### src/verilog/lsu_defines.svh
// Widths and constants shared by the load/store pipeline and its testbench.
// Lane count and line size are tied together: one block access is one line.
// Changing LSU_MEM_LINES changes how many address bits select a line.
`ifndef LSU_DEFINES_SVH
`define LSU_DEFINES_SVH

// Lanes per vector, also words per line
`define LSU_LANES 4
`define LSU_LINE_BITS 128
`define LSU_LINE_BYTES 16

// Data memory depth in lines, higher address bits alias
`define LSU_MEM_LINES 64

`define LSU_NOP 32'h00000000

// Upper address half that selects the I/O port
`define LSU_IO_PREFIX 16'hffff

`define LSU_CORE_ID 32'h00000007

`endif
### src/verilog/lsu_pkg.sv
// Types for the load/store pipeline.
// Opcode codes not listed in mem_op_t decode as block accesses.

package lsu_pkg;

	// Instruction bits 28:25 of a memory instruction
	typedef enum logic [3:0]
	{
		mem_b = 4'd0,           // Byte, zero extended
		mem_bx = 4'd1,          // Byte, sign extended
		mem_s = 4'd2,           // Halfword, zero extended
		mem_sx = 4'd3,          // Halfword, sign extended
		mem_l = 4'd4,           // Word
		mem_control_reg = 4'd6,
		mem_block = 4'd7        // Masked vector line
	} mem_op_t;

	// Control register index, instruction bits 4:0
	typedef enum logic [4:0]
	{
		cr_core_id = 5'd0,
		cr_scratch0 = 5'd1,
		cr_scratch1 = 5'd2,
		cr_scratch2 = 5'd3
	} cr_index_t;

endpackage

### src/verilog/control_registers.sv
// Control register block: core id at index 0, three scratch registers.
// Reads are combinational; writes land on the clock edge.
// Writes to index 0 and to unused indices are dropped, unused indices read 0.
`timescale 1ns/1ns
`include "lsu_defines.svh"

module control_registers
	import lsu_pkg::*;
	#(
	parameter logic [31:0] core_id = `LSU_CORE_ID
	)
	(
	input clk,
	input reset,
	input cr_index_t cr_index,
	input cr_write_en,
	input [31:0] cr_write_value,
	output logic [31:0] cr_read_value
	);

	logic [31:0] scratch [3];

	always_ff @(posedge clk, posedge reset)
	begin
		if (reset)
		begin
			for (int i = 0; i < 3; i++)
				scratch[i] <= 32'd0;
		end
		else if (cr_write_en)
		begin
			case (cr_index)
				cr_scratch0: scratch[0] <= cr_write_value;
				cr_scratch1: scratch[1] <= cr_write_value;
				cr_scratch2: scratch[2] <= cr_write_value;
				default: ;      // Read-only or unused
			endcase
		end
	end

	always_comb
	begin
		case (cr_index)
			cr_core_id: cr_read_value = core_id;
			cr_scratch0: cr_read_value = scratch[0];
			cr_scratch1: cr_read_value = scratch[1];
			cr_scratch2: cr_read_value = scratch[2];
			default: cr_read_value = 32'd0;
		endcase
	end

endmodule

### config.mk
export PLATFORM = sky130hd
export DESIGN_NAME = control_registers
export DESIGN_NICKNAME = d
export VERILOG_FILES = /design/src/verilog/lsu_pkg.sv /design/src/verilog/control_registers.sv
export VERILOG_INCLUDE_DIRS = /design/src /design/src/verilog
export SDC_FILE = /design/constraint.sdc
export NUM_CORES = 1
export LEC_CHECK = 0
export ABC_CLOCK_PERIOD_IN_PS = 2600
export BUFFER_PORTS_ARGS = -buffer_cell sky130_fd_sc_hd__buf_2
export CAP_MARGIN = 20
export CORE_AREA = 2 2 101 127
export DETAILED_ROUTE_END_ITERATION = 8
export DIE_AREA = 0 0 103 129
export GPL_TIMING_DRIVEN = 1
export PLACE_DENSITY = 0.68
export SYNTH_ARGS = -nofsm -noshare
export SYNTH_HDL_FRONTEND = slang
export SYNTH_SLANG_ARGS = --single-unit
### constraint.sdc
create_clock -name clk -period 2.6 [get_ports clk]
set_clock_uncertainty 0.05 [all_clocks]
set_input_delay 0.26 -clock clk [delete_from_list [all_inputs] [get_ports clk]]
set_output_delay 0.26 -clock clk [all_outputs]
set_load 0.03 [all_outputs]
==> summary.md <==
| Metric | Value |
|---|---|
| Status | `complete, no violations` |
| Post-synth top area cell | `dfrtp_1` |
| IO Count | `72` |
| # rows | `45` |
| Comb pwr share | `0.185` |
| Top Registers | `scratch: 96 flops` |
| Post-synthesis net count | `361` |
| Gate Count Post-Synth | `321` |
| Clk buf depth | `2` |
| Yosys warns | `0` |
| RSZ-0062 raised after global routing | `false` |
| Drt drc | `0` |
| Setup Fix Bufs, Post-CTS | `0` |
| Die Wd | `103 microns` |
| Commonest non-fill, non-tap cell in the layout | `dfrtp_1` |
| Crit path DAT | `1610 ps` |
| Hold Path Class | `in -> reg` |
| Vias per cell | `5.01` |
| Share of the synthesized area in the top cell type | `0.506` |
| Final setup viols | `0` |
| Max reg flops | `96` |
| Critical Path RT | `2290 ps` |
| Final #Nets | `429` |
| Int Power | `0.00300 W` |
| Area Growth Syn to Fin | `16.0%` |
| Crit end category | `output port` |
| Max-cap check violation count | `0` |
| Via count | `2793` |
| Starting Density | `0.394` |
| Synthesized flop and latch total | `96` |
| Avg Cell Area, Syn | `14.8 sq um` |
| Routed wire length | `9940 microns` |
| Layout cells sized above 1 | `0.548` |
| Critical path class | `in -> out` |
| CTS tree | `yes` |
| GP Congestion | `0.734` |
| Num CTS Buffers | `9` |
| H-tree depth | `3` |
| Achievable Freq | `0.521 GHz` |
| Startpoint Class | `input pin` |
| VDD IR max | `435 uV` |
| Crit-path max FO | `11` |
| ANT cells | `0` |
| DR pass1 iterations | `5` |
| Fin. max-slew vios | `0` |
| Vias in the first global route | `3114` |
| Crit path time final | `1920 ps` |
| Leakage | `2.62 nW` |
| DP HPWL | `6480 microns` |
| Die extent in y | `129 microns` |
| Most frequent cells in the layout | `dfrtp_1 (96), buf_2 (71), mux2_4 (60)` |
| Post-route cell area | `5510 sq um` |
| Core area | `12000 sq um` |
| Register area share after synthesis | `0.506` |
| Cell area power density | `726 nW/um^2` |
| Least-Margin Pin Slew | `545 ps` |
| Crit share post-route | `0.738` |
| Detail-routed net length per standard cell | `17.8 microns` |
| Mapped cell area | `4750 sq um` |
| Flop pwr share | `0.484` |
| Max transition margin | `0.636` |
| DRT iter0 DRCs | `86` |
| Sw power | `0.00100 W` |
| Dpl cell area | `5200 sq um` |
| Top cells by area, synth | `dfrtp_1 (51%), mux2_4 (19%), mux2_2 (13%), a22oi_1 (4.6%), buf_12 (2.5%)` |
| Biggest register | `scratch` |
| Initial antenna violation count | `0` |
| Worst skew pair latency | `340 ps` |
| First-pass GRT wire length | `16400 microns` |
| Switching share of power | `0.250` |
| Clock net sink count | `96` |
| Post-CTS sizing | `0` |
| Post-cts hold buffer count | `1` |
| Largest net degree at the start of global routing | `82` |
| Clock-pin slew on the worst setup and hold paths | `60 ps` |
| Final hold violations | `0` |
| Library cells used by synthesis | `23` |
| Setup_tns | `0 ps` |
| CTS root buf | `clkbuf_16` |
| Post-route ant nets | `0` |
| Clock share of power | `0.332` |
| Die area | `13300 sq um` |
| Gr ovfl total | `0` |
| IO buf count | `71` |
| GRT Total Usage | `0.162` |
-- synth_stat cells (all sizes together) --
master / number
mux2: 125
dfrtp: 96
nor2: 30
a22oi: 29
buf: 19
clkbuf: 5
a21oi: 3
mux2i: 3
o21ai: 3
nand3: 2
and2b: 1
and4b: 1
inv: 1
nand2b: 1
nor3: 1
or3: 1
-- power groups by stage --
stage	clock network (W)	registers, W	logic (W)
6_report	0.00133	0.00194	0.000739
5_1_grt	0.00144	0.00197	0.000811
4_1_cts	0.00136	0.00193	0.000752
3_5_place_dp	0	0.00196	0.000746
3_3_place_gp	0	0.00194	0.000725
2_1_floorplan	0	0.00191	0.000605
-- path summary, 6_finish.rpt --
| check | startpoint | end | slack (ps) | cells after the start |
|---|---|---|---|---|
| max in group asynchronous | reset | scratch[1] | 1370 | 4 |
| hold / removal | cr_write_value[30] | scratch[62] | 110 | 2 |
| min in group asynchronous | reset | scratch[56] | 400 | 3 |
| setup reg to reg | scratch[60] | scratch[60] | 1740 | 1 |
| hold reg to reg | scratch[34] | scratch[34] | 440 | 1 |
| setup / recovery | cr_index[0] | cr_read_value[24] | 680 | 6 |
-- through the flow --
stage	hold WS (ps)	cells	utilization	power [W]	worst slack (ps)
detailed placement	216	541	0.432	0.00270	485
global placement	208	541	0.432	0.00267	502
global route	114	558	0.457	0.00422	559
finish	113	558	0.457	0.00400	680
floorplan	342	321	-	0.00251	773
CTS	106	558	0.457	0.00405	657
-- critical path, cell delays in order --
cell and delay (ps):
buf_2 100, and2b_1 530, buf_4 270, a22oi_1 100, nor2_1 130, buf_2 210
-- layer usage --
layer / global-route usage / vias up / share of wire / wire length (microns)
li1: - / 1291 / - / -
met1: 0.213 / 1439 / 0.45 / 4460
met2: 0.267 / 54 / 0.50 / 4990
met3: 0.0364 / 9 / 0.036 / 356
met4: 0.0480 / 0 / 0.013 / 126
met5: 0 / - / 0 / 0
-- kinds of logic after synthesis --
group,share of synthesized area
muxes,0.350
DFF,0.506
and+or+nand+nor,0.0427
AOI/OAI and AO/OA,0.0521
buffers and inverters,0.0495
-- layout make-up --
| type | count | area (sq um) |
|---|---|---|
| Clock buffer | 10 | 229 |
| Fill cell | 1142 | 6540 |
| Multi-Input combinational cell | 200 | 2110 |
| Tap cell | 164 | 205 |
| Sequential cell | 96 | 2400 |
| Clock inverter | 6 | 68.8 |
| Inverter | 1 | 7.51 |
| Timing Repair Buffer | 81 | 483 |
(Power assumes the default switching activity.)
