File: src/verilog/lsu_defines.svh
// Widths and constants shared by the load/store pipeline and its testbench.
// Lane count and line size are tied together: one block access is one line.
// Changing LSU_MEM_LINES changes how many address bits select a line.
`ifndef LSU_DEFINES_SVH
`define LSU_DEFINES_SVH

// Lanes per vector, also words per line
`define LSU_LANES 4
`define LSU_LINE_BITS 128
`define LSU_LINE_BYTES 16

// Data memory depth in lines, higher address bits alias
`define LSU_MEM_LINES 64

`define LSU_NOP 32'h00000000

// Upper address half that selects the I/O port
`define LSU_IO_PREFIX 16'hffff

`define LSU_CORE_ID 32'h00000007

`endif
File: src/verilog/address_stage.sv
// First stage of the load/store pipeline.
// Inputs are sampled every edge; there is no valid strobe and no stall.
// Anything not marked as a memory instruction (bits 31:30 == 10) becomes a NOP,
// so the later stages only see memory instructions or NOPs.
`timescale 1ns/1ns
`include "lsu_defines.svh"

module address_stage
	(
	input clk,
	input reset,
	input [31:0] op_instruction,
	input [31:0] op_base,
	input [31:0] op_offset,
	input [`LSU_LINE_BITS-1:0] op_store_value,
	input [`LSU_LANES-1:0] op_mask,
	output logic [31:0] ac_instruction,
	output logic [31:0] ac_addr,
	output logic [`LSU_LINE_BITS-1:0] ac_store_value,
	output logic [`LSU_LANES-1:0] ac_mask
	);

	logic is_mem;
	logic [31:0] effective_addr;

	assign is_mem = op_instruction[31:30] == 2'b10;
	assign effective_addr = op_base + op_offset;    // Wraps modulo 2^32

	always_ff @(posedge clk, posedge reset)
	begin
		if (reset)
			ac_instruction <= `LSU_NOP;
		else if (is_mem)
			ac_instruction <= op_instruction;
		else
			ac_instruction <= `LSU_NOP;
	end

	// Payload follows the instruction, meaningless under a NOP
	always_ff @(posedge clk)
	begin
		ac_addr <= effective_addr;
		ac_store_value <= op_store_value;
		ac_mask <= op_mask;
	end

endmodule

File: config.mk
export PLATFORM = sky130hd
export DESIGN_NAME = address_stage
export DESIGN_NICKNAME = d
export VERILOG_FILES = /design/src/verilog/address_stage.sv
export VERILOG_INCLUDE_DIRS = /design/src /design/src/verilog
export SDC_FILE = /design/constraint.sdc
export NUM_CORES = 1
export LEC_CHECK = 0
export BUFFER_PORTS_ARGS = -buffer_cell sky130_fd_sc_hd__buf_2
export CAP_MARGIN = 20
export CELL_PAD_IN_SITES_DETAIL_PLACEMENT = 1
export CELL_PAD_IN_SITES_GLOBAL_PLACEMENT = 1
export CORE_AREA = 5 5 163 165
export DETAILED_ROUTE_END_ITERATION = 12
export DIE_AREA = 0 0 168 170
export GPL_TIMING_DRIVEN = 1
export HOLD_SLACK_MARGIN = 0.05
export PLACE_DENSITY = 0.65
export SYNTH_ARGS = -nofsm -noshare
export SYNTH_HDL_FRONTEND = slang
export SYNTH_SLANG_ARGS = --single-unit
File: constraint.sdc
create_clock -name clk -period 0.9 [get_ports clk]
set_clock_uncertainty 0.1 [all_clocks]
set_input_delay 0.045 -clock clk [delete_from_list [all_inputs] [get_ports clk]]
set_output_delay 0.045 -clock clk [all_outputs]
set_load 0.005 [all_outputs]
==> results of run 1 <==
[per-layer routing]
layer / up-vias / part of all wire [%] / track usage, %
li1: 3154 / - / -
met1: 3337 / 36 / 23.15
met2: 271 / 55 / 42.28
met3: 53 / 6.5 / 6.202
met4: 6 / 2.3 / 6.987
met5: - / 0.098 / 0
[power breakdown]
group / leakage, nW / switching (W) / internal, W
registers: 1.81 / 0.000324 / 0.00948
clock network: 0.319 / 0.00459 / 0.00404
logic: 4.14 / 0.00229 / 0.00313
[kinds of logic after synthesis]
logic type                 after synthesis  share of synthesized area [%]
and+or+nand+nor                        110                          9.330
buffers and inverters                   28                          2.017
AOI/OAI and AO/OA                       97                          11.33
adders and majority gates               32                          6.641
other                                    1                        0.06105
xor gates and xnor gates                29                          4.135
DFF                                    196                          66.49
[layout make-up]
type / instances / area (um^2) / share of cell area (%)
antenna: 16 / 40.04 / 0.3013
tap: 330 / 412.9 / 3.107
sequential: 196 / 4220 / 31.76
inverter: 10 / 37.54 / 0.2825
clock inverter: 15 / 232.7 / 1.751
clock buffer: 17 / 425.4 / 3.201
multi-input combinational: 269 / 2527 / 19.02
timing repair buffer: 713 / 5393 / 40.58
[repair_timing]
item / CTS / global route
hold endpoints to repair: 223 / 54
pin swaps: 37 / 15
setup endpoints to repair: 224 / 224
resized for setup: 133 / 170
buffers inserted: 12 / 9
[flip-flops by register name, summed over array words and instances, names as in the netlist]
signal	cells
ac_store_value	128
ac_addr	32
ac_instruction	32
ac_mask	4
[worst max path at each step]
stage | startpoint | endpoint | slack [ns] | cells past startpoint
2_1_floorplan | op_base[0] | ac_addr[30] | -0.88 | 8
3_3_place_gp | op_base[0] | ac_addr[30] | -1.21 | 9
3_5_place_dp | op_base[1] | ac_addr[17] | -1.28 | 9
4_1_cts | op_base[0] | ac_addr[30] | -0.69 | 9
5_1_grt | op_base[0] | ac_addr[25] | -0.82 | 12
6_report | op_base[0] | ac_addr[25] | -0.76 | 12
[metrics by stage]
| stage | instance area (um^2) | total power [W] | setup slack [ns] |
|---|---|---|---|
| floorplan | 6315 | 0.01116 | -0.8849 |
| global placement | 9517 | 0.01344 | -1.207 |
| detailed placement | 9517 | 0.01350 | -1.280 |
| CTS | 12550 | 0.02333 | -0.6908 |
| global route | 13290 | 0.02483 | -0.8192 |
| finish | 13290 | 0.02387 | -0.7645 |
[cells in the final DEF (no fill, tap or decap), types with 4 or more instances in the layout]
cell type      synthesis  final
nor2_1                19     15
nand3_1               11      8
o21a_1                 8      8
dlygate4sd3_1          0    167
buf_6                  0    110
buf_4                  1    108
dfxtp_1              164     55
o21ai_2                2      4
dfxtp_2                0    109
buf_2                 12    326
diode_2                0     16
xnor2_1               15     11
o21ai_1                1      4
xnor2_2                0      4
xor2_1                14     13
a21o_1                 4      4
o21ai_0               15      8
a21oi_4                0      4
nand4_1               10     10
nand2_1               22     20
ha_4                   0     16
clkbuf_16              0     17
ha_1                  31     14
a21oi_2                3      7
and2_1                31     31
inv_1                 10     10
a21oi_1               20     12
inv_12                 0      6
dfrtp_1               32     32
o211ai_1               8      8
==> results.md, run 1 <==
* Width of the chip at 168 um
* Crit-path cells: buf_6 > ha_4 > buf_4 > buf_6 > a211oi_4 > buf_6 > o21ai_4 > o221a_4 > o21ai_4 > buf_4 > o31ai_2 > xor2_1
* Max Freq at between 600 and 700 MHz
* Final period utilization at 184.9%
* Critical path class: primary input to register
* ANT nets after route at 0
* Via/cell ratio at 4.356
* Post-Syn Area per Cell at 12.46 um^2
* Netlist Area Pre-Place at between 6000 and 7000 um^2
* Synth warn at 0
* Final setup vio count at 225
* Final nets at 1469
* IO Pins at around 430
* Hold endpoint: ac_addr[1]
* Hold Vio Cnt, Final at 27
* Post-layout minimum cycle time at ~1.7 ns
* Vias in the first global route at 7686
* Largest net degree at the start of global routing at 33
* DR DRC count at 0
* Power Dens Cells at about 1800 nW/um^2
* Fin worst setup slack at -0.7645 ns
* Max-cap violations at 0
* Sink Count at 196
* Mean routed wirelength per cell at roughly 22 um
* Result of the run: complete, but fails checks
* Initial Util at around a quarter
* CP endpoint kind: register
* CP most frequent cell: buf_6
* Cts bufs inserted at 17
* Crit path DAT at 1.88 ns
* Clock-pin slew on the worst setup and hold paths at 0.10 ns
* CP max FO at 3
* Layout area overhead at 116.4%
* Initial antenna violation count at 18
* Buf/Inv on CP at 5
* CP Launch Type: primary input
* Pre-antenna DRT Iters at 4
* Hold_ws at -0.1824 ns
* Required @ worst endpoint at 1.12 ns
* Hold path depth at 2
* RSZ-0062 raised after global routing: true
* Fillers at 2686
* Sequential share of the synthesized area at between 60% and 70%
* Synth Instances at 493
* Number of flops mapped to enable cells by yosys at 0
* Max Slew Vio Count at 0
* Yosys reg bits at about 200
* Top post-synthesis cells by area: dfxtp_1, dfrtp_1, ha_1
* Hpwl dp at 23450 um
* Die area at 28560 um^2
* Final Util at 53.39%
* Most frequent cell after synthesis: dfxtp_1
* Layout Cells excl Fill at roughly 1.6k
* Hold_sp: op_offset[1]
* First-pass GRT wire length at 47020 um
* Setup TNS at -42.40 ns
* H-Tree Level Count at 4
* HP Class: primary input to register
* Synth Flop Type: dfxtp_1
* Post-synth top cells: dfxtp_1, dfrtp_1, and2_1, ha_1, nand2_1
* Library cells used by synthesis at between 50 and 60
* Placed cell count at between 1k and 1.5k
* Root Driver: clkbuf_16
* # hold bufs at CTS at 167
* Maximum root-to-sink buffer count at 2
* Grt total ovfl at 0
* CP top delay family: compound AO/OA/AOI/OAI gates
* CTS tree: yes
* Layout cell share with drive strength beyond 1 at 62.62%
* Final RePlAce weighted congestion at 0.9153
* DRT iter0 DRCs at approximately 280
* Failing checks: hold timing, setup timing
* Die H at 170 um
* Final wirelength at 34560 um
* Leading area contributor after synthesis: dfxtp_1
* Row count at 58
* GRT Overall Usage at between 20 and 25%
* Asr flop ratio synth at 16.33%
* Slowest cell on crit path: o221a_4
* Leakage Power at 6.276 nW
* Worst vdd ir at 0.001040 V
* Crit path largest cell delay at 0.31 ns
* Post-Synthesis Net Count at 755
* Vias at 6821
* Post-synth top area share at 53.45%
* Core area at 24890 um^2
* PortBufs at 425
Note: power is estimated with default switching activity, not from simulation.
==> inputs of run 2 (changes only) <==
--- a/config.mk
+++ b/config.mk
@@ -16,6 +16,7 @@
 export GPL_TIMING_DRIVEN = 1
 export HOLD_SLACK_MARGIN = 0.05
 export PLACE_DENSITY = 0.65
+export RECOVER_POWER = 50
 export SYNTH_ARGS = -nofsm -noshare
 export SYNTH_HDL_FRONTEND = slang
 export SYNTH_SLANG_ARGS = --single-unit
==> run 2 against run 1 <==
Compared with the run above: the flow still finishes with violations (hold timing, setup timing); core utilization fell by 0.14 points; design area is 0.25% lower; die area did not move; hold slack about the same; routed wire length about the same; clock power is essentially flat.
==> results.md, run 2 (synthesis gave the netlist of run 1 again) <==
* Final setup vio count at 225 (unchanged)
* IO Pins at 426 (unchanged)
* Layout area overhead at 115.8%
* H-Tree Level Count at 4 (unchanged)
* Largest regs: ac_store_value: 128 flops, ac_addr: 32 flops, ac_instruction: 32 flops
* Vias at 6817 (-0.059%)
* DRT iter0 DRCs at 262 (-7.1%)
* Layout Cells excl Fill at 1566 (unchanged)
* Crit path largest cell delay at 0.31 ns (about the same)
* Max Freq at 600.8 MHz (about the same)
* ANT nets after route at 0 (unchanged)
* Leakage Power at 6.231 nW (-0.73%)
* Buf/Inv on CP at 5 (unchanged)
* Met1 Usage GRT at 23.15% (unchanged)
* Overall Power at 0.02384 W (-0.11%)
* Die H at 170 um (unchanged)
* Sink Count at 196 (unchanged)
* GRT Max-Usage Layer: met2
* Power Dens Cells at 1798 nW/um^2 (+0.14%)
* Placed cell count at 1332 (unchanged)
* Commonest non-fill, non-tap cell in the layout: buf_2
* CP most frequent cell: buf_6
* Crit path DAT at 1.88 ns (about the same)
* Hold_ws at -0.1823 ns (+0.0001330 ns)
* DR DRC count at 0 (unchanged)
* Final nets at 1469 (unchanged)
* Root Driver: clkbuf_16
* Worst vdd ir at 0.001039 V (about the same)
* Fin worst setup slack at -0.7645 ns (-0.00005500 ns)
* Core area at 24890 um^2 (unchanged)
* Width of the chip at 168 um (unchanged)
* CP endpoint kind: register
* CP Launch Type: primary input
* CP max FO at 3 (unchanged)
* Hold Vio Cnt, Final at 11 (-59%)
* Initial antenna violation count at 19 (+1)
* Crit-path cells: buf_6 > ha_4 > buf_4 > buf_6 > a211oi_4 > buf_6 > o21ai_4 > o221a_4 > o21ai_4 > buf_4 > o31ai_2 > xor2_1
* Met3 Usage GRT at 6.202% (unchanged)
* Maximum root-to-sink buffer count at 2 (unchanged)
* Max reg flops at 128 (unchanged)
* Slew @ Worst Pin at 0.5240 ns
* Largest Register: ac_store_value
* Max Slew Vio Count at 0 (unchanged)
* Final Cell Area at 13260 um^2 (-0.25%)
* Via/cell ratio at 4.353 (about the same)
* Final RePlAce weighted congestion at 0.9153 (unchanged)
* Row count at 58 (unchanged)
* CTS tree: yes
* Layout cell share with drive strength beyond 1 at 61.39% (-1.2 points)
* RSZ-0062 raised after global routing: true
* Die area at 28560 um^2 (unchanged)
* Clock-pin slew on the worst setup and hold paths at 0.10 ns (about the same)
* Initial Util at 24.68% (unchanged)
* Slowest cell on crit path: o221a_4
* Critical path class: primary input to register
* Mean routed wirelength per cell at 22.07 um (about the same)
* Final period utilization at 184.9% (about the same)
* Required @ worst endpoint at 1.12 ns (about the same)
* Hpwl dp at 23450 um (unchanged)
* First-pass GRT wire length at 47020 um (unchanged)
* Cts bufs inserted at 17 (unchanged)
* GRT Overall Usage at 22.02% (unchanged)
* Final wirelength at 34550 um (about the same)
* Largest net degree at the start of global routing at 33 (unchanged)
* PortBufs at 425 (unchanged)
* Result of the run: complete, but fails checks
* Post-layout minimum cycle time at 1.665 ns (+0.00005500 ns)
* Grt total ovfl at 0 (unchanged)
* Commonest cells after routing, fill and taps aside: buf_2, dlygate4sd3_1, buf_6, dfxtp_2, buf_4
* Pre-antenna DRT Iters at 4 (unchanged)
* # hold bufs at CTS at 167 (unchanged)
* CP top delay family: compound AO/OA/AOI/OAI gates
* Post-DP Area at 9517 um^2 (unchanged)
* Met2 usage at 42.28% (unchanged)
* Max-cap violations at 0 (unchanged)
* Vias in the first global route at 7686 (unchanged)
* HP Class: primary input to register
* Worst relative slew slack at 65.07%
* Failing checks: hold timing, setup timing
-- run 2: cell types whose count changed in the layout (fill, tap and decap cells not counted) --
cell      delta
buf_2       -15
clkbuf_1    +15
buf_12       -1
clkbuf_2     +1
-- run 2: cell type report --
class,instances,area [um^2]
Clock inverter,15,232.7
Fill cell,2695,11640
Sequential cell,196,4220
Antenna cell,16,40.04
Tap cell,330,412.9
Multi-Input combinational cell,269,2527
Clock buffer,17,425.4
Inverter,10,37.54
Timing Repair Buffer,713,5359
-- run 2: metrics by stage --
step / hold WS (ns) / util [%] / setup slack, ns / TNS [ns]
floorplan: -0.02728 / - / -0.8849 / -18.13
global placement: -0.004479 / 38.23 / -1.207 / -28.92
detailed placement: 0.003766 / 38.23 / -1.280 / -29.99
CTS: -0.2055 / 50.42 / -0.6908 / -42.17
global route: -0.1943 / 53.24 / -0.8192 / -51.09
finish: -0.1823 / 53.25 / -0.7645 / -42.34
-- run 2: worst paths after layout --
check / from / end / slack [ns] / depth (start not counted)
max in group asynchronous: reset / ac_instruction[17] / 0.41 / 4
min: op_offset[1] / ac_addr[1] / -0.18 / 2
max: op_base[0] / ac_addr[25] / -0.76 / 12
min in group asynchronous: reset / ac_instruction[4] / 0.09 / 4
-- run 2: routing by layer --
metal | part of all wire [%] | vias up | routed length, um
met3 | 6.6 | 57 | 2293
li1 | - | 3151 | -
met1 | 35 | 3324 | 12260
met4 | 2.3 | 8 | 804
met2 | 55 | 277 | 19140
met5 | 0.14 | - | 48
-- run 2: what timing repair did --
item | in CTS | in global routing
pin swaps | 37 | 15
endpoints found under the hold margin | 223 | 54
setup buffers | 12 | 9
endpoints found under the setup margin | 224 | 224
resized for setup | 133 | 170
-- run 2: report_power, final --
| part | leakage [nW] | switching, W | internal (W) |
|---|---|---|---|
| Clock | 0.319 | 0.00458 | 0.00404 |
| Combinational | 4.10 | 0.00229 | 0.00311 |
| Sequential | 1.81 | 0.000323 | 0.00948 |
