==> config.mk <==
export PLATFORM = sky130hd
export DESIGN_NAME = writeback_stage
export DESIGN_NICKNAME = d
export VERILOG_FILES = /design/src/verilog/lsu_pkg.sv /design/src/verilog/writeback_stage.sv
export VERILOG_INCLUDE_DIRS = /design/src /design/src/verilog
export SDC_FILE = /design/constraint.sdc
export NUM_CORES = 1
export LEC_CHECK = 0
export BUFFER_PORTS_ARGS = -buffer_cell sky130_fd_sc_hd__buf_2
export CAP_MARGIN = 30
export CORE_AREA = 2 2 149 151
export CTS_BUF_LIST = sky130_fd_sc_hd__clkbuf_4 sky130_fd_sc_hd__clkbuf_8 sky130_fd_sc_hd__clkbuf_16
export DETAILED_ROUTE_END_ITERATION = 7
export DIE_AREA = 0 0 151 153
export SYNTH_ARGS = -nofsm -noshare
export SYNTH_HDL_FRONTEND = slang
export SYNTH_SLANG_ARGS = --single-unit
==> constraint.sdc <==
create_clock -name clk -period 0.8 [get_ports clk]
set_input_delay 0.16 -clock clk [delete_from_list [all_inputs] [get_ports clk]]
set_output_delay 0.16 -clock clk [all_outputs]
set_load 0.05 [all_outputs]
==> src/verilog/lsu_defines.svh <==
// Widths and constants shared by the load/store pipeline and its testbench.
// Lane count and line size are tied together: one block access is one line.
// Changing LSU_MEM_LINES changes how many address bits select a line.
`ifndef LSU_DEFINES_SVH
`define LSU_DEFINES_SVH

// Lanes per vector, also words per line
`define LSU_LANES 4
`define LSU_LINE_BITS 128
`define LSU_LINE_BYTES 16

// Data memory depth in lines, higher address bits alias
`define LSU_MEM_LINES 64

`define LSU_NOP 32'h00000000

// Upper address half that selects the I/O port
`define LSU_IO_PREFIX 16'hffff

`define LSU_CORE_ID 32'h00000007

`endif
==> src/verilog/lsu_pkg.sv <==
// Types for the load/store pipeline.
// Opcode codes not listed in mem_op_t decode as block accesses.

package lsu_pkg;

	// Instruction bits 28:25 of a memory instruction
	typedef enum logic [3:0]
	{
		mem_b = 4'd0,           // Byte, zero extended
		mem_bx = 4'd1,          // Byte, sign extended
		mem_s = 4'd2,           // Halfword, zero extended
		mem_sx = 4'd3,          // Halfword, sign extended
		mem_l = 4'd4,           // Word
		mem_control_reg = 4'd6,
		mem_block = 4'd7        // Masked vector line
	} mem_op_t;

	// Control register index, instruction bits 4:0
	typedef enum logic [4:0]
	{
		cr_core_id = 5'd0,
		cr_scratch0 = 5'd1,
		cr_scratch1 = 5'd2,
		cr_scratch2 = 5'd3
	} cr_index_t;

endpackage

==> src/verilog/writeback_stage.sv <==
// Writeback stage: picks the load source, extracts and extends the field.
// Scalar results go in lane 0 (bits 127:96) with the other lanes zero.
// A block load with an all-zero mask and every store give no writeback.
`timescale 1ns/1ns
`include "lsu_defines.svh"

module writeback_stage
	import lsu_pkg::*;
	(
	input clk,
	input reset,
	input [31:0] ma_instruction,
	input [3:0] ma_addr_low,
	input ma_fault,
	input ma_is_io,
	input [31:0] ma_io_response,
	input [31:0] ma_cr_value,
	input [`LSU_LANES-1:0] ma_mask,
	input [4:0] ma_writeback_reg,
	input [`LSU_LINE_BITS-1:0] mem_read_data,
	output logic wb_scalar_en,
	output logic wb_vector_en,
	output logic [4:0] wb_reg,
	output logic [`LSU_LINE_BITS-1:0] wb_value,
	output logic [`LSU_LANES-1:0] wb_mask,
	output logic wb_fault
	);

	mem_op_t op;
	logic is_load;
	logic is_block;
	logic [31:0] mem_word;
	logic [31:0] src_word;
	logic [7:0] byte_field;
	logic [15:0] half_field;
	logic [31:0] scalar_value;

	assign op = mem_op_t'(ma_instruction[28:25]);
	assign is_load = ma_instruction[31:30] == 2'b10 && ma_instruction[29] && !ma_fault;

	// Word 0 is the most significant word of the line
	assign mem_word = mem_read_data[(3 - ma_addr_low[3:2]) * 32 +: 32];

	always_comb
	begin
		if (op == mem_control_reg)
			src_word = ma_cr_value;
		else if (ma_is_io)
			src_word = ma_io_response;
		else
			src_word = mem_word;
	end

	assign byte_field = src_word[31 - ma_addr_low[1:0] * 8 -: 8];    // Byte 0 is the MSB
	assign half_field = ma_addr_low[1] ? src_word[15:0] : src_word[31:16];

	always_comb
	begin
		is_block = 1'b0;
		case (op)
			mem_b: scalar_value = {24'd0, byte_field};
			mem_bx: scalar_value = {{24{byte_field[7]}}, byte_field};
			mem_s: scalar_value = {16'd0, half_field};
			mem_sx: scalar_value = {{16{half_field[15]}}, half_field};
			mem_l, mem_control_reg: scalar_value = src_word;
			default:
			begin
				is_block = 1'b1;
				scalar_value = src_word;
			end
		endcase
	end

	always_ff @(posedge clk, posedge reset)
	begin
		if (reset)
		begin
			wb_scalar_en <= 1'b0;
			wb_vector_en <= 1'b0;
			wb_fault <= 1'b0;
		end
		else
		begin
			wb_scalar_en <= is_load && !is_block;
			wb_vector_en <= is_load && is_block && ma_mask != '0;
			wb_fault <= ma_fault;
		end
	end

	always_ff @(posedge clk)
	begin
		wb_reg <= ma_writeback_reg;
		wb_mask <= ma_mask;
		if (is_block)
			wb_value <= mem_read_data;
		else
			wb_value <= {scalar_value, {(`LSU_LINE_BITS-32){1'b0}}};
	end

endmodule

==> results.ini, run 1 <==
[status]
outcome=complete, but fails checks
violations=negative setup slack

[clock_tree]
htree_levels=4
cts_tree=built
clockRootBuffer=clkbuf_16
clk_path_buf_depth=2
numCtsBuffers=17
cts_sinks=140
clkTransAtPathRegs_ps=60

[setup_path]
cp_slowest_cell=mux2_2
cp_data_arrival_time_ps=1960
path_cells=buf_12 -> buf_6 -> mux2_2 -> a222oi_1 -> buf_4 -> a2111oi_4 -> o41ai_4 -> buf_6 -> buf_12 -> a31oi_1
worst_ep_required_time_ps=1080
crit_type=in2reg
worstPathMaxFanout=8
end_kind=register
critical_path.max_stage_delay_ps=320
crit_end=wb_value[116]$_DFF_P_
start_kind=input port
cp-startpoint=ma_addr_low[3]

[timing]
fin_crit_sh_pct=210
fmax_ghz=0.596
rsz0062_at_grt=yes
drv_slew=0
hold_violations=0
relSlewSlack_pct=74.9
tightest_slew_ps=376
setup_violations=269
period_needed_ps=1680
finalWorstSetupSlack_ps=-877

[floorplan]
die_area_um2=23100
start_util_pct=27.2
row_count=54
fp.dieW_um=151
num_io_pins=381
die_h_um=153
core_region_area_um2=21500

[power]
p_seq_share_pct=32.3
p_sw_mw=7.71
max-vdd-ir-drop_uv=1320
swShare_pct=31.1
powerDensity_nw_per_um2=1810
p_leak_nw=6.29
clkPwrFrac_pct=34.5
combPwrFrac_pct=33.2
p_int_mw=17.1

[finish]
largest_reg_flops=128
stdcell_area_um2=13700
layout-drive-gt1-share_pct=72.7
fill_cells=1628
n_antenna_cell=0
final_cell_mix=209 x buf_2, 137 x dfxtp_2, 129 x buf_8
syn_to_final_growth_pct=135
fin_nets=1447
final_common_cell=buf_2

[routing]
vias=7298
via_per_inst=4.87
dr.pass1.iters=7
drcViolationCount=0
wl_um=32600
wire_per_inst_um=21.8
first_iter_violations=376
postRouteAntennaNets=0

[global_route]
grt.total_usage_pct=25.4
grt_remaining_overflow=0
grt_max_degree=51
grt_antenna_before_repair=0
first_global_vias=7629
grt_pass1_wl_um=43300

[yosys]
syn-num-nets=836
syn-cell-area_um2=5840
syn_inst=595
synth_area_per_cell_um2=9.82
synthDistinctLibCells=42
yosys_warnings=0
synth_seq_area_share_pct=48.2
ys_seq_elements=140

[place]
port_buffers=355
dpl_cell_area_um2=8830
globalplace.congestion=0.790
dpl.hpwl_um=19900
post-place-ws_ps=-1510

[run]
maxCapViolations=0

[min_path]
hp-start=ma_cr_value[14]
hp-class=in2reg
holdPathStages=3

synth_stat cells (all sizes together):
cell	n	area, um^2
o21a	2	15.0
o2bb2ai	1	8.76
and3	2	12.5
o22ai	6	37.5
a221oi	1	8.76
o41ai	1	27.5
or2	1	6.26
dfrtp	3	75.1
a222oi	10	100
nand2b	1	6.26
nand4bb	2	22.5
o31a	1	8.76
mux4	28	631
o21ai	4	20.0
o311a	1	10.0
a2111oi	4	38.8
o31ai	7	52.6
o32ai	1	8.76
buf	13	82.6
and2	103	644
nor4	2	12.5
mux2	7	86.3
nor2	66	248
dfxtp	137	2740
nand3	5	25.0
a21o	2	15.0
nor2b	1	6.26
nor3	13	65.1
nand2	49	184
a31oi	28	175
clkbuf	34	128
nor4bb	1	10.0
inv	8	30.0
a21oi	35	175
a211oi	9	67.6
nand4	1	12.5
o211ai	3	22.5
mux2i	2	20.0
per-layer routing:
layer	global-route usage [%]	share of wire (%)
met1	28.0	38
met2	46.7	52
met3	6.45	7.0
met4	8.68	3.2
met5	0	0
power groups by stage:
stage               Clock [mW]  Combinational, mW  Sequential (mW)
floorplan                    0               1.49             9.71
global placement             0               5.39             7.78
detailed placement           0               5.43             7.79
CTS                       8.67               7.37             7.95
global route              9.04               8.54             8.03
finish                    8.55               8.23             7.99
kinds of logic (layout without fill, tap and decap cells):
kind of cell / count (synthesis) / count (layout) / share of synthesized area [%]
AOI/OAI and AO/OA: 116 / 116 / 13.6
buffers and inverters: 55 / 678 / 4.11
DFF: 140 / 140 / 48.2
muxes: 37 / 37 / 12.6
and+or+nand+nor: 247 / 248 / 21.5
metrics by stage:
stage                     instances  TNS (ps)  power, mW  utilization [%]  hold slack (ps)
final                          1499    -84770       24.8             63.8             40.6
after global routing           1499    -90480       25.6             63.8             17.1
after CTS                      1473    -73990       24.0             59.6            -25.8
after detailed placement       1300    -93250       13.2             41.1             24.1
after global placement         1300    -90270       13.2             41.1             24.1
after floorplan                 595    -55960       11.2                -            -86.4
final cells by class:
type | instances | area (um^2) | share of cell area [%]
clock buffers | 22 | 488 | 3.56
clock inverters | 10 | 136 | 0.994
inverters | 8 | 30.0 | 0.219
multi-input cells | 401 | 3470 | 25.3
flip-flops and latches | 140 | 2990 | 21.8
well taps | 280 | 350 | 2.55
repair buffers | 638 | 6260 | 45.6
worst min-delay path by stage:
| stage | end | slack (ps) |
|---|---|---|
| after floorplan | wb_fault$_DFF_PP0_ | -90 |
| after global placement | wb_fault$_DFF_PP0_ | 20 |
| after detailed placement | wb_fault$_DFF_PP0_ | 20 |
| after CTS | wb_value[23]$_SDFF_PN0_ | -30 |
| after global routing | wb_value[110]$_DFF_P_ | 20 |
| final | wb_value[110]$_DFF_P_ | 40 |
worst max-delay path, delay by kind of cell:
family | cells | cell delay [ps]
mux | 1 | 320
compound gates | 4 | 730
buf+inv | 5 | 720
repair_timing:
action | in CTS | in global routing
pin swaps | 31 | 23
setup buffers | 31 | 21
setup endpoints to repair | 259 | 270
gates cloned | 10 | 10
hold endpoints to repair | 105 | 3
gates resized for setup | 601 | 184
hold buffers | 101 | 3
Power figures use the tool's default switching activity.
==> inputs of run 2 (changes only) <==
--- a/config.mk
+++ b/config.mk
@@ -6,12 +6,13 @@
 export SDC_FILE = /design/constraint.sdc
 export NUM_CORES = 1
 export LEC_CHECK = 0
+export ABC_AREA = 1
 export BUFFER_PORTS_ARGS = -buffer_cell sky130_fd_sc_hd__buf_2
 export CAP_MARGIN = 30
-export CORE_AREA = 2 2 149 151
+export CORE_AREA = 2 2 147 149
 export CTS_BUF_LIST = sky130_fd_sc_hd__clkbuf_4 sky130_fd_sc_hd__clkbuf_8 sky130_fd_sc_hd__clkbuf_16
 export DETAILED_ROUTE_END_ITERATION = 7
-export DIE_AREA = 0 0 151 153
+export DIE_AREA = 0 0 149 151
 export SYNTH_ARGS = -nofsm -noshare
 export SYNTH_HDL_FRONTEND = slang
 export SYNTH_SLANG_ARGS = --single-unit
==> run 2 against run 1 <==
Compared with the run above:
- the run still ends with negative setup slack left
- combinational power decreased by 2%
- critical path depth increased by 5
- sequential share of layout area increased by 0.85 points
- cell count increased by 18%
- via count increased by 15%
- critical path type unchanged
- largest power group unchanged
- highest routed layer is now met5
==> results.ini, run 2 <==
[status]
outcome=complete, but fails checks
violations=negative setup slack

[clock_tree]
clockRootBuffer=clkbuf_16
htree_levels=4
numCtsBuffers=17
cts_sinks=140
clk_path_buf_depth=2
clkTransAtPathRegs_ps=70
cts_tree=built

[setup_path]
critical_path.max_stage_delay_ps=160
crit_type=in2reg
crit_buf_inv=4
crit_top_cell=nand2_2
worst_ep_required_time_ps=1130
start_kind=input port
path_delay_family=simple AND/OR/NAND/NOR gates
worstPathMaxFanout=6
end_kind=register
cp_data_arrival_time_ps=1590
path_cells=buf_8 -> nor2_4 -> nand2_4 -> nor2_8 -> buf_12 -> nand2_2 -> nand2_2 -> nand2_2 -> nand3_2 -> nand2_2 -> nand2_4 -> clkbuf_16 -> nand3b_1 -> nand2_1 -> inv_1
cp_slowest_cell=clkbuf_16

[finish]
fill_cells=1722
stdcell_area_um2=13200
syn_to_final_growth_pct=107
final_common_cell=buf_2
final_cell_mix=210 x buf_2, 148 x nand2_1, 136 x dfxtp_2
layout-drive-gt1-share_pct=51.2
instances_no_fill=1763
fin_nets=1712
largest_reg_flops=128

[place]
port_buffers=355
dpl.hpwl_um=22000
dp_cells=1603
dpl_cell_area_um2=9220
globalplace.congestion=0.864

[yosys]
synth_top_area_cell=dfxtp_1
synth_top_area_share_pct=42.9
syn-cell-area_um2=6390
synth_area_per_cell_um2=6.96
synth_seq_area_share_pct=44.1
syn-num-nets=1159
synthArstFlopShare_pct=2.14
synthFlopType=dfxtp_1
synthXorXnorAreaFrac_pct=0
synth_compound_area_share_pct=14.6
synth_edf_count=0
synth.area.top_cells=dfxtp_1 43%, nand2_1 9.5%, inv_1 7.1%
synthTopCellsByCount=162 x nand2_1, 137 x dfxtp_1, 121 x inv_1, 111 x nor2_1, 89 x a21oi_1
syn_inst=918
synth_mux_area_share_pct=0
synth_top_family_by_area=simple AND/OR/NAND/NOR gates
synth_fa_ha_area_share_pct=0
synth_simple_gate_area_share_pct=29.2
ys_seq_elements=140
yosysMostFrequentCell=nand2_1
synthDistinctLibCells=32
yosys_warnings=0

[global_route]
grt.total_usage_pct=27.5
grt_max_degree=26
grt_remaining_overflow=0
grt_antenna_before_repair=6
first_global_vias=8375
grt_pass1_wl_um=46200

[power]
powerDensity_nw_per_um2=1870
p_leak_nw=6.66
max-vdd-ir-drop_uv=1390
power_mw=24.7

[timing]
rsz0062_at_grt=yes
fmax_ghz=0.793
fin_setup_tns_ps=-68600
drv_slew=0
fin_crit_sh_pct=158
hold_violations=0
period_needed_ps=1260
relSlewSlack_pct=69.1
setup_violations=269
tightest_slew_ps=458
finalWorstSetupSlack_ps=-461
whs_ps=8.46

[floorplan]
row_count=53
fp.dieW_um=149
die_h_um=151
start_util_pct=30.7
die_area_um2=22500
num_io_pins=381
core_region_area_um2=20800

[run]
maxCapViolations=0

[routing]
wl_um=32600
postRouteAntennaNets=0
via_per_inst=4.78
drcViolationCount=0
first_iter_violations=668
vias=8421
wire_per_inst_um=18.5
dr.pass1.iters=6

[min_path]
hp-class=in2reg

## run 2: changes by cell type after synthesis, moves of 45 or more
cell,change
a21oi_1,+54
and2_1,-103
inv_1,+113
nand2_1,+113
nand3_1,+72
nor2_1,+45
o21ai_0,+54
## run 2: worst min-delay path: cells and delay by family
| kind | cells | cell delay (ps) |
|---|---|---|
| buffers and inverters | 2 | 120 |
| and+or+nand+nor | 2 | 130 |
## run 2: final cells by class
class,count,area (um^2),share of cell area (%)
inverters,127,497,3.76
clock inverters,14,174,1.32
repair buffers,588,5680,43.0
well taps,275,344,2.60
multi-input cells,596,3060,23.2
flip-flops and latches,140,2990,22.6
clock buffers,18,450,3.41
repair inverters,1,6.26,0.0473
diodes,4,10.0,0.0758
## run 2: routing by layer
metal  global-route usage [%]  part of all wire [%]  up-vias
met2                     48.6                    50      416
met1                     31.5                    38     3889
met5                        0                  0.13        -
met4                     10.4                   3.3        6
li1                         -                     -     4030
met3                     7.83                   8.7       80
## run 2: per-stage QoR
| step | utilization (%) | worst slack, ps |
|---|---|---|
| detailed placement | 44.3 | -1020 |
| finish | 63.5 | -461 |
| floorplan | - | -581 |
| global route | 63.4 | -557 |
| CTS | 60.5 | -446 |
| global placement | 44.3 | -1000 |
## run 2: cell families (layout without fill, tap and decap cells)
family	Yosys count	count (layout)
simple gates	413	413
compound gates	183	183
other cells	0	4
buf+inv	182	748
flops	140	140
## run 2: final timing paths
| kind | from | to | slack [ps] | cells after the start |
|---|---|---|---|---|
| max in group asynchronous | reset | wb_vector_en$_DFF_PP0_ | 520 | 3 |
| worst min-delay path | mem_read_data[122] | wb_value[122]$_DFF_P_ | 8 | 4 |
| worst max-delay path | ma_instruction[25] | wb_value[121]$_DFF_P_ | -460 | 15 |
| min in group asynchronous | reset | wb_scalar_en$_DFF_PP0_ | 140 | 3 |
## run 2: power breakdown
group          switching (mW)  internal [mW]
combinational            4.44           3.65
clock                    3.59           4.91
sequential              0.390           7.67
## run 2: what timing repair did
item,in CTS,in global routing
hold buffers,88,0
setup buffers,10,10
cloned,8,9
endpoints found under the setup margin,268,269
hold endpoints to repair,90,0
pin swaps,19,30
gates resized for setup,550,113
