$ cat src/verilog/lsu_defines.svh
// Widths and constants shared by the load/store pipeline and its testbench.
// Lane count and line size are tied together: one block access is one line.
// Changing LSU_MEM_LINES changes how many address bits select a line.
`ifndef LSU_DEFINES_SVH
`define LSU_DEFINES_SVH

// Lanes per vector, also words per line
`define LSU_LANES 4
`define LSU_LINE_BITS 128
`define LSU_LINE_BYTES 16

// Data memory depth in lines, higher address bits alias
`define LSU_MEM_LINES 64

`define LSU_NOP 32'h00000000

// Upper address half that selects the I/O port
`define LSU_IO_PREFIX 16'hffff

`define LSU_CORE_ID 32'h00000007

`endif
$ cat src/verilog/lsu_pkg.sv
// Types for the load/store pipeline.
// Opcode codes not listed in mem_op_t decode as block accesses.

package lsu_pkg;

	// Instruction bits 28:25 of a memory instruction
	typedef enum logic [3:0]
	{
		mem_b = 4'd0,           // Byte, zero extended
		mem_bx = 4'd1,          // Byte, sign extended
		mem_s = 4'd2,           // Halfword, zero extended
		mem_sx = 4'd3,          // Halfword, sign extended
		mem_l = 4'd4,           // Word
		mem_control_reg = 4'd6,
		mem_block = 4'd7        // Masked vector line
	} mem_op_t;

	// Control register index, instruction bits 4:0
	typedef enum logic [4:0]
	{
		cr_core_id = 5'd0,
		cr_scratch0 = 5'd1,
		cr_scratch1 = 5'd2,
		cr_scratch2 = 5'd3
	} cr_index_t;

endpackage

$ cat src/verilog/memory_access_stage.sv
// Memory access stage: alignment check, store placement and issue.
// Memory, I/O and control-register strobes are combinational from the
// address stage registers and take effect on the next edge.
// Store mask bit b enables data bits b*8+7:b*8; line byte 0 is the MSB byte,
// so address byte j of a line maps to mask bit 15-j (big-endian).
// Only word accesses may touch the I/O region; others fault.
// squash cancels the instruction currently in the address stage registers.
`timescale 1ns/1ns
`include "lsu_defines.svh"

module memory_access_stage
	import lsu_pkg::*;
	(
	input clk,
	input reset,
	input squash,
	input [31:0] ac_instruction,
	input [31:0] ac_addr,
	input [`LSU_LINE_BITS-1:0] ac_store_value,
	input [`LSU_LANES-1:0] ac_mask,
	output logic [$clog2(`LSU_MEM_LINES)-1:0] mem_addr,
	output logic mem_load,
	output logic mem_store,
	output logic [`LSU_LINE_BYTES-1:0] mem_store_mask,
	output logic [`LSU_LINE_BITS-1:0] mem_store_data,
	output logic [15:0] io_address,
	output logic io_write_en,
	output logic io_read_en,
	output logic [31:0] io_write_data,
	input [31:0] io_read_data,
	output cr_index_t cr_index,
	output logic cr_write_en,
	output logic [31:0] cr_write_value,
	input [31:0] cr_read_value,
	output logic [31:0] ma_instruction,
	output logic [3:0] ma_addr_low,
	output logic ma_fault,
	output logic ma_is_io,
	output logic [31:0] ma_io_response,
	output logic [31:0] ma_cr_value,
	output logic [`LSU_LANES-1:0] ma_mask,
	output logic [4:0] ma_writeback_reg
	);

	localparam int line_addr_bits = $clog2(`LSU_MEM_LINES);

	mem_op_t op;
	logic is_mem;
	logic is_load;
	logic is_cr;
	logic is_block;
	logic is_io;
	logic unaligned;
	logic bad_io;
	logic fault;
	logic access_en;
	logic [31:0] lane0_value;
	logic [31:0] placed_word;
	logic [3:0] byte_pos_mask;              // Bit p selects bits p*8+7:p*8 of a word
	logic [`LSU_LANES-1:0] word_pos_mask;   // Bit p selects bits p*32+31:p*32 of the line

	assign op = mem_op_t'(ac_instruction[28:25]);
	assign is_mem = ac_instruction[31:30] == 2'b10;
	assign is_load = ac_instruction[29];
	assign is_cr = op == mem_control_reg;
	assign is_io = ac_addr[31:16] == `LSU_IO_PREFIX;
	assign lane0_value = ac_store_value[`LSU_LINE_BITS-1 -: 32];   // Lane 0 is the top lane

	// Per-opcode alignment rule and placement within a word
	always_comb
	begin
		is_block = 1'b0;
		unaligned = 1'b0;
		byte_pos_mask = 4'b1111;
		placed_word = lane0_value;
		case (op)
			mem_b, mem_bx:
			begin
				byte_pos_mask = 4'b1000 >> ac_addr[1:0];
				placed_word = {4{lane0_value[7:0]}};
			end
			mem_s, mem_sx:
			begin
				unaligned = ac_addr[0];
				byte_pos_mask = ac_addr[1] ? 4'b0011 : 4'b1100;
				placed_word = {2{lane0_value[15:0]}};
			end
			mem_l, mem_control_reg:
				unaligned = ac_addr[1:0] != 2'b00;
			default:    // Block, and any unknown code
			begin
				is_block = 1'b1;
				unaligned = ac_addr[3:0] != 4'b0000;
			end
		endcase
	end

	// Word i of the line sits at position 3-i
	always_comb
	begin
		for (int p = 0; p < `LSU_LANES; p++)
		begin
			if (is_block)
				word_pos_mask[p] = ac_mask[`LSU_LANES-1-p];
			else
				word_pos_mask[p] = ac_addr[3:2] == 2'(`LSU_LANES-1-p);
		end
	end

	always_comb
	begin
		for (int b = 0; b < `LSU_LINE_BYTES; b++)
			mem_store_mask[b] = word_pos_mask[b / 4] & byte_pos_mask[b % 4];
	end

	assign bad_io = is_io && !is_cr && op != mem_l;
	assign fault = is_mem && !squash && (unaligned || bad_io);
	// Empty block mask means nothing to do
	assign access_en = is_mem && !squash && !fault && !(is_block && ac_mask == '0);

	assign mem_addr = ac_addr[line_addr_bits+3:4];
	assign mem_store_data = is_block ? ac_store_value : {`LSU_LANES{placed_word}};
	assign mem_load = access_en && !is_cr && !is_io && is_load;
	assign mem_store = access_en && !is_cr && !is_io && !is_load;

	assign io_address = ac_addr[15:0];
	assign io_write_data = lane0_value;
	assign io_read_en = access_en && !is_cr && is_io && is_load;
	assign io_write_en = access_en && !is_cr && is_io && !is_load;

	assign cr_index = cr_index_t'(ac_instruction[4:0]);
	assign cr_write_value = lane0_value;
	assign cr_write_en = access_en && is_cr && !is_load;

	always_ff @(posedge clk, posedge reset)
	begin
		if (reset)
		begin
			ma_instruction <= `LSU_NOP;
			ma_fault <= 1'b0;
		end
		else
		begin
			ma_instruction <= squash ? `LSU_NOP : ac_instruction;
			ma_fault <= fault;
		end
	end

	always_ff @(posedge clk)
	begin
		ma_addr_low <= ac_addr[3:0];
		ma_is_io <= is_io && !is_cr;
		ma_io_response <= io_read_data;     // Same edge that ends io_read_en
		ma_cr_value <= cr_read_value;
		ma_mask <= ac_mask;
		ma_writeback_reg <= ac_instruction[9:5];
	end

endmodule

$ cat config.mk
export PLATFORM = sky130hd
export DESIGN_NAME = memory_access_stage
export DESIGN_NICKNAME = d
export VERILOG_FILES = /design/src/verilog/lsu_pkg.sv /design/src/verilog/memory_access_stage.sv
export VERILOG_INCLUDE_DIRS = /design/src /design/src/verilog
export SDC_FILE = /design/constraint.sdc
export NUM_CORES = 1
export LEC_CHECK = 0
export BUFFER_PORTS_ARGS = -buffer_cell sky130_fd_sc_hd__buf_2
export CORE_AREA = 2 2 239 241
export DETAILED_ROUTE_END_ITERATION = 6
export DIE_AREA = 0 0 241 243
export MAX_ROUTING_LAYER = met4
export PLACE_DENSITY = 0.35
export REMOVE_ABC_BUFFERS = 1
export SYNTH_ARGS = -nofsm -noshare
export SYNTH_HDL_FRONTEND = slang
export SYNTH_SLANG_ARGS = --single-unit
$ cat constraint.sdc
create_clock -name clk -period 3.25 [get_ports clk]
set_clock_uncertainty 0.05 [all_clocks]
set_input_delay 0.975 -clock clk [delete_from_list [all_inputs] [get_ports clk]]
set_output_delay 0.975 -clock clk [all_outputs]
set_load 0.03 [all_outputs]
==> results by stage, run 1 <==
Timing:
- The final count of negative-setup-slack endpoints is 8.
- The final count of hold timing violations is 0.
- For the pin with the worst max-slew slack, the measured transition is 0.835 ns.
- Setup slack on the critical path of the routed design comes to -0.0740 ns.
- The share of the clock period used by the worst path after layout is 102%.
- The number of slew-limit violations in the final report is 0.
- Static timing analysis puts the maximum clock frequency at 0.301 GHz.
- The worst relative slew slack is 44.3%.
- Setup repair after global routing could not meet its margin everywhere.
- The final critical delay including setup and external delays is 3.32 ns.

Power and ir drop:
- The share of total power in combinational logic is a little over two fifths.
- The clock network burns 25.3% of the power.
- The static leakage is 0.00548 µW.
- The worst vdd rail ir drop is between 0.3 and 0.4 mV.
- The sequential group share of total power is 32.4%.
- The net switching power figure is 1780 µW.
- Power spread over the standard cell area amounts to 414 nW/µm².
- The switching part of the total is 39.7%.
- The internal portion of the total power is between 2000 and 3000 µW.

Worst setup path:
- The worst setup path is launched from an input port.
- Walking the worst path, the cells encountered are buf_2, nand4_1, or4_4, nor4_1, buf_4.
- The delay of the slowest critical-path stage is 0.58 ns.
- On the critical path, the stage with the largest delay is an instance of sky130_fd_sc_hd__or4_4.
- STA puts the critical path data required time at about 2.2 ns.
- The nature of the critical path endpoint is an output port.
- The largest driver fanout on the critical path is 4.
- The arrival time of data at the critical path endpoint is 2.30 ns.
- The path type of the worst setup path is in -> out.

Clock tree:
- TritonCTS built the clock tree.
- The count of hold-fix buffers inserted at cts is 0.
- In this run the number of H-tree levels came out at 3.
- The clock transition time at the flip-flop clock pins of the worst setup and hold paths is 0.09 ns.
- The clock passes through at most 2 buffers.
- Clock tree synthesis found a total of 111 sinks.
- The total CTS buffers is 9.
- The root buffer cell is sky130_fd_sc_hd__clkbuf_16.

Finish:
- At the end of the flow the core is filled with cells to 19.4%.
- The number of nets in the layout is 1,431.
- The fraction of final layout cells with drive strength greater than 1 is 68.5%.
- In the final layout, the registers with the most flip-flops are ma_cr_value: 32 flops, ma_instruction: 32 flops, ma_io_response: 32 flops.
- The final cell count without fillers is 1,937.
- The area added between synthesis and finish is 98.9%.

Floorplanning:
- In this run the count of I/O pins placed on the die edge is ~610.
- The number of cell rows is 87.
- The area of the die is roughly 59,000 µm².
- In this run the horizontal extent of the chip is 241 µm.
- The region available for standard cell placement spans 56,000 µm².
- From bottom edge to top edge, the die measures 243 µm.
- For this configuration, the core starts out at a cell density of under 10%.

Global route:
- The via count of the first global-routing pass was 6,789.
- The first global-routing pass estimated 48.3 mm of wire.
- The total global routing track utilization is 12.0%.
- The initial antenna violation count is 10.
- The pin count of the biggest net entering global routing is 34.
- For this run the aggregate overflow at the end of global routing stands at 0.

Synthesis:
- The post-synth design cell area is 5450 µm².
- The top cell type by total area after synthesis is sky130_fd_sc_hd__dfxtp_1.
- The synthesis warning total is 0.
- For this run, asynchronously set or reset flops after synthesis account for 29.7%.
- Dividing the synthesized area by the synthesized cell count gives around 9 µm².
- The dominant cell by count in the synthesized netlist is sky130_fd_sc_hd__nand2_1.
- The top cell type by area accounts for 28.7% of the synthesized area.
- For this run, the register share of the synthesized area comes to about 44%.
- Among all flip-flop cells after synthesis, the most frequent one is sky130_fd_sc_hd__dfxtp_1.
- The number of library cell types mapped by synthesis is 37.
- The total of flip-flops plus latches after synthesis is 111.
- Sorting the synthesized cells by how often they occur yields 104 x sky130_fd_sc_hd__nand2_1, 102 x sky130_fd_sc_hd__buf_4, 78 x sky130_fd_sc_hd__dfxtp_1.
- The cell count after synthesis came out at 602.
- The number of synthesized flops with an enable pin is 0.
- Yosys attributes the largest share of cell area to sky130_fd_sc_hd__dfxtp_1 29%, sky130_fd_sc_hd__dfrtp_1 15%, sky130_fd_sc_hd__buf_4 14%.

Worst hold path:
- The class of the most critical hold timing path is in -> reg.

Route:
- The iteration-0 DRC count of the detailed router is a little under 200.
- After detailed routing, the total wire length is 36.8 mm.
- The number of DRC violations after detailed routing is 0.
- For this block, the via count after detailed routing is 6,694.
- In the final routed layout, each cell accounts on average for 19.0 µm.
- The detail route stage leaves a number of antenna-violating nets equal to 0.
- The first TritonRoute pass finished after 4 iterations.
- The detail-routed via count per cell is between 3 and 4.

Placed design:
- The final weighted congestion in routability-driven placement is around 0.91.
- Buffers placed on the I/O ports in this run total between 500 and 600.
- The estimated wirelength of the detail-placed design is between 30 and 40 mm.
- In this run, placement finished with an instance count of about 1,900.

Run status:
- The run finished, with violations left.
- The final reports fail on setup timing.

Flow run:
- The tool flagged a number of max-cap violations equal to 0.
==> worst max-delay path: cells and delay by family <==
family,cells,cell delay (ns)
buf+inv,2,0.32
simple gates,3,1.01
==> cells in the final DEF, fill, tap and decap left out, types with 4 or more instances in the layout <==
master                        n
sky130_fd_sc_hd__nor2b_1     33
sky130_fd_sc_hd__nor2_1      29
sky130_fd_sc_hd__dfxtp_1     78
sky130_fd_sc_hd__buf_8        4
sky130_fd_sc_hd__diode_2      8
sky130_fd_sc_hd__nand4_1      4
sky130_fd_sc_hd__dfrtp_1     33
sky130_fd_sc_hd__nor2_4       8
sky130_fd_sc_hd__o21a_1       8
sky130_fd_sc_hd__nand2_1     83
sky130_fd_sc_hd__buf_12      22
sky130_fd_sc_hd__a21oi_4     10
sky130_fd_sc_hd__nand2_2     18
sky130_fd_sc_hd__mux2i_1      9
sky130_fd_sc_hd__a221o_1     24
sky130_fd_sc_hd__mux2_2       7
sky130_fd_sc_hd__buf_2      473
sky130_fd_sc_hd__nor2_2       9
sky130_fd_sc_hd__o211ai_1    10
sky130_fd_sc_hd__buf_4      106
sky130_fd_sc_hd__inv_1        8
sky130_fd_sc_hd__buf_6       78
sky130_fd_sc_hd__a21o_1       8
sky130_fd_sc_hd__o21bai_1     7
sky130_fd_sc_hd__a21oi_2     19
sky130_fd_sc_hd__a22o_1      24
sky130_fd_sc_hd__clkbuf_16    9
==> layer usage <==
layer	part of all wire, %	global-route usage [%]	vias up
li1	-	-	3079
met1	35	11.8	3122
met2	52	22.1	454
met3	10	4.04	39
met4	2.4	3.89	0
met5	0	-	-
==> final cells by class <==
cell class              instances  area, µm²
fillers                      6341      45100
repair buffers                688       4640
multi-input cells             347       2500
flip-flops and latches        111       2390
well taps                     756        946
clock buffers                   9        225
clock inverters                 7       72.6
inverters                      11       41.3
diodes                          8       20.0
==> cell families (layout without fill, tap and decap cells) <==
family	Yosys count	after routing	synth area share [%]
AO/OA/AOI/OAI	117	117	16.9
buffers and inverters	144	715	17.7
flip-flops	111	111	43.8
multiplexers	20	20	3.86
other	0	8	0
AND/OR/NAND/NOR	210	210	17.7
==> power by group through the flow <==
stage | clock network [µW] | logic [µW] | registers, µW
after global routing | 1250 | 1990 | 1460
after global placement | 0 | 1670 | 1490
after CTS | 1210 | 1870 | 1450
after detailed placement | 0 | 1660 | 1490
final | 1140 | 1890 | 1450
after floorplan | 0 | 574 | 1630
==> per-stage QoR <==
step | setup WS [ns] | hold WS [ns] | cell area [µm²] | TNS, ns | total power [µW]
6_report | -0.0740 | 0.644 | 10800 | -0.119 | 4480
5_1_grt | -0.115 | 0.625 | 10800 | -1.15 | 4700
4_1_cts | -0.0741 | 0.610 | 10600 | -0.678 | 4540
3_5_place_dp | -0.281 | 1.03 | 9310 | -10.23 | 3150
3_3_place_gp | -0.348 | 1.03 | 9310 | -10.56 | 3150
2_1_floorplan | -1.70 | 0.953 | 4520 | -93.06 | 2210
==> worst paths after layout <==
| kind | startpoint | to | slack [ns] | depth (start not counted) |
|---|---|---|---|---|
| setup / recovery | ac_addr[30] | io_write_en | -0.07 | 5 |
| hold / removal | io_read_data[17] | ma_io_response[17] | 0.64 | 1 |
| max in group asynchronous | reset | ma_instruction[21] | 1.90 | 2 |
| min in group asynchronous | reset | ma_fault | 0.69 | 2 |
==> repair_timing <==
item                                    in CTS  in global routing
pin swaps                                   21                 18
endpoints found under the setup margin     123                 98
setup buffers                               11                  4
gates resized for setup                    210                108
cloned                                       6                  0
No activity file was read; power rests on OpenSTA's default activity.
==> run 2, diff against run 1 <==
CELL_PAD_IN_SITES_DETAIL_PLACEMENT = 1   (was not set)
CELL_PAD_IN_SITES_GLOBAL_PLACEMENT = 1   (was not set)
CORE_AREA = 2 2 241 243   (was 2 2 239 241)
CTS_CLUSTER_DIAMETER = 60   (was not set)
DIE_AREA = 0 0 243 245   (was 0 0 241 243)
PLACE_DENSITY = 0.46   (was 0.35)
==> run 2 against run 1 <==
  * Combinational power hardly changed
  * Cell area shrank 0.29%
  * Routed wire length up 1.4%
  * Sequential share of layout area up 0.064 points
  * Setup slack gained 0.0049 ns
  * Die area is 1.7% higher
  * Largest power group unchanged
  * Count of clock-buffer cells in the layout rose by 1
  * Maximum frequency up 0.15%
  * The run still ends with setup timing left
  * Total power hardly changed
  * Critical endpoint is now mem_store_data[77]
  * Critical path depth is 4 higher
==> results by stage, run 2 (same netlist as run 1, synthesis figures left out) <==
Run status:
- The flow ran to the end, but the final reports show violations.
- The checks that failed: setup timing.

Power and ir drop:
- The static leakage is 0.00546 µW (-0.30%).
- The worst vdd rail ir drop came to 0.286 mV (-26%).
- The total power divided by cell area is 415 nW/µm² (+0.33%).
- The overall power of the completed layout is 4480 µW (about the same).

Timing:
- The final count of negative-setup-slack endpoints is 17 (+9).
- The slew at the pin closest to its max-slew limit came to 0.808 ns (-0.0271 ns).
- The number of slew-limit violations in the final report is 0 (unchanged).
- Setup repair after global routing could not meet its margin everywhere.
- The final critical delay including setup and external delays is 3.32 ns (-0.00490 ns).
- The share of the clock period used by the worst path after layout was 102% (-0.15 points).
- The achievable clock frequency is 0.301 GHz (+0.15%).
- The worst relative slew slack is 46.1% (+1.8 points).
- The final critical-path setup slack was -0.0690 ns (+0.00490 ns).
- The final count of hold timing violations is 0 (unchanged).
- The accumulated negative setup slack is -0.397 ns (-0.278 ns).

Worst setup path:
- The largest driver fanout on the critical path is 4 (unchanged).
- The data required time of the critical path is 2.22 ns (about the same).
- The capturing instance or port of the critical path is mem_store_data[77].
- The path type of the worst setup path is in -> out.
- The arrival time of data at the critical path endpoint is 2.29 ns (about the same).
- The critical path startpoint is ac_instruction[26].
- STA classifies the critical path endpoint as an output port.
- The nature of the critical path startpoint is an input port.

Route:
- The detail-routed via count per cell is 3.44 (-0.56%).
- The routed wire length is 37.3 mm (+1.4%).
- The number of iterations in the first detailed-routing pass came to 4 (unchanged).
- The number of vias after detailed routing is 6,643 (-0.76%).
- The number of DRC violations after detailed routing is 0 (unchanged).
- The wire length per cell came to 19.3 µm (+1.6%).
- The iteration-0 DRC count of the detailed router is 97 (-50%).
- The post-route antenna net violation count is 0 (unchanged).

Finish:
- Leaving out fill and tap cells, the most frequent cell in the layout is sky130_fd_sc_hd__buf_2.
- The final cell count without fillers came to 1,933 (-0.21%).
- The number of nets in the layout is 1,425 (-0.42%).
- The share of the core filled with cells is 18.9% (-0.42 points).
- The fraction of final layout cells with drive strength greater than 1 is 67.5% (-1.0 points).
- In the final layout, the registers with the most flip-flops are ma_cr_value: 32 flops, ma_instruction: 32 flops, ma_io_response: 32 flops.
- The top cell types in the final layout, fill and taps aside, are 476 x sky130_fd_sc_hd__buf_2, 93 x sky130_fd_sc_hd__buf_4, 91 x sky130_fd_sc_hd__nand2_1, 79 x sky130_fd_sc_hd__buf_6, 78 x sky130_fd_sc_hd__dfxtp_1.
- The area added between synthesis and finish is 98.4%.

Floorplanning:
- The initial core utilization is 9.55% (-0.18 points).
- The number of cell rows was 88 (+1.1%).
- The core outline area is 57,000 µm² (+1.9%).
- The area of the die is 59,500 µm² (+1.7%).
- The die height is 245 µm (+0.82%).
- The top-level I/O count is 614 (unchanged).
- The die width was 243 µm (+0.83%).

Clock tree:
- The total CTS buffers is 9 (unchanged).
- The H-tree depth is 3 (unchanged).
- The root buffer cell is sky130_fd_sc_hd__clkbuf_16.
- The clock transition time at the flip-flop clock pins of the worst setup and hold paths is 0.08 ns (about the same).
- The clock sink count is 111 (unchanged).
- TritonCTS built the clock tree.
- The number of buffers on the longest clock path is 2 (unchanged).

Flow run:
- The count of max-cap constraint violations was 0 (unchanged).

Worst hold path:
- The path class of the tightest hold or removal check is in -> reg.

Global route:
- The via count of the first global-routing pass was 7,036 (+3.6%).
- The pin count of the biggest net entering global routing is 34 (unchanged).
- The global-route wire length before repair is 50.7 mm (+5.0%).
- The total global routing track utilization is 12.2% (+0.20 points).
- The initial antenna violation count is 3 (-7).
- The total overflow reported by the global router is 0 (unchanged).

Placed design:
- The count of placed standard cells including taps came to 1,899 (+0.11%).
- The estimated wirelength of the detail-placed design is 32.3 mm (+1.9%).
- The final weighted congestion in routability-driven placement is 0.861 (-5.8%).
- The number of buffer cells added on primary ports was 583 (unchanged).
- The worst setup slack after placement is -0.403 ns (-0.122 ns).
==> run 2: changes by cell type in the layout (fill, tap and decap cells not counted), sizes merged <==
cell	delta
clkbuf	+1
diode	-7
bufinv	+1
buf	-6
inv	-2
==> run 2: area by class of cell <==
class,count,area [µm²]
inverter,11,43.8
tap,765,957
multi-input combinational,347,2500
sequential,111,2390
clock buffer,10,229
clock inverter,6,77.6
antenna,1,2.50
timing repair buffer,682,4610
fill,6889,46200
==> run 2: where the power goes <==
group / internal [µW] / total (µW) / switching (µW)
clock: 614 / 1160 / 549
sequential: 1440 / 1460 / 20.3
combinational: 710 / 1860 / 1150
==> run 2: metrics by stage <==
step	cell area (µm²)	hold slack (ns)
3_3_place_gp	9260	1.03
2_1_floorplan	4520	0.953
4_1_cts	10300	0.630
3_5_place_dp	9260	1.03
6_report	10800	0.658
5_1_grt	10800	0.631
==> run 2: how the worst min path moves through the flow <==
stage | to | slack [ns] | from | depth (start not counted)
after floorplan | ma_addr_low[0] | 0.95 | ac_addr[0] | 0
after global placement | ma_cr_value[27] | 1.03 | cr_read_value[27] | 1
final | ma_io_response[25] | 0.66 | io_read_data[25] | 1
after CTS | ma_cr_value[19] | 0.63 | cr_read_value[19] | 1
after detailed placement | ma_cr_value[30] | 1.03 | cr_read_value[30] | 1
after global routing | ma_io_response[26] | 0.63 | io_read_data[26] | 1
==> run 2: worst max-delay path, cell delays in order <==
cell                      delay [ns]
sky130_fd_sc_hd__buf_12         0.12
sky130_fd_sc_hd__buf_12         0.12
sky130_fd_sc_hd__nor3_4         0.21
sky130_fd_sc_hd__buf_6          0.18
sky130_fd_sc_hd__mux2i_1        0.08
sky130_fd_sc_hd__buf_4          0.16
sky130_fd_sc_hd__buf_12         0.12
sky130_fd_sc_hd__a21oi_4        0.16
sky130_fd_sc_hd__buf_6          0.16
==> run 2: what timing repair did <==
action,CTS,global route
hold buffers,0,0
cloned,1,0
gates resized for setup,160,178
pin swaps,16,26
setup endpoints to repair,126,97
setup buffers,13,5
==> run 2: metal layers <==
| layer | share of wire, % | up-vias | wire length [µm] | global-route usage [%] |
|---|---|---|---|---|
| met5 | 0 | - | 0 | - |
| met4 | 1.9 | 0 | 720 | 2.72 |
| met3 | 7.3 | 31 | 2720 | 2.96 |
| met2 | 53 | 426 | 19800 | 23.0 |
| met1 | 38 | 3135 | 14000 | 12.8 |
| li1 | - | 3051 | - | - |
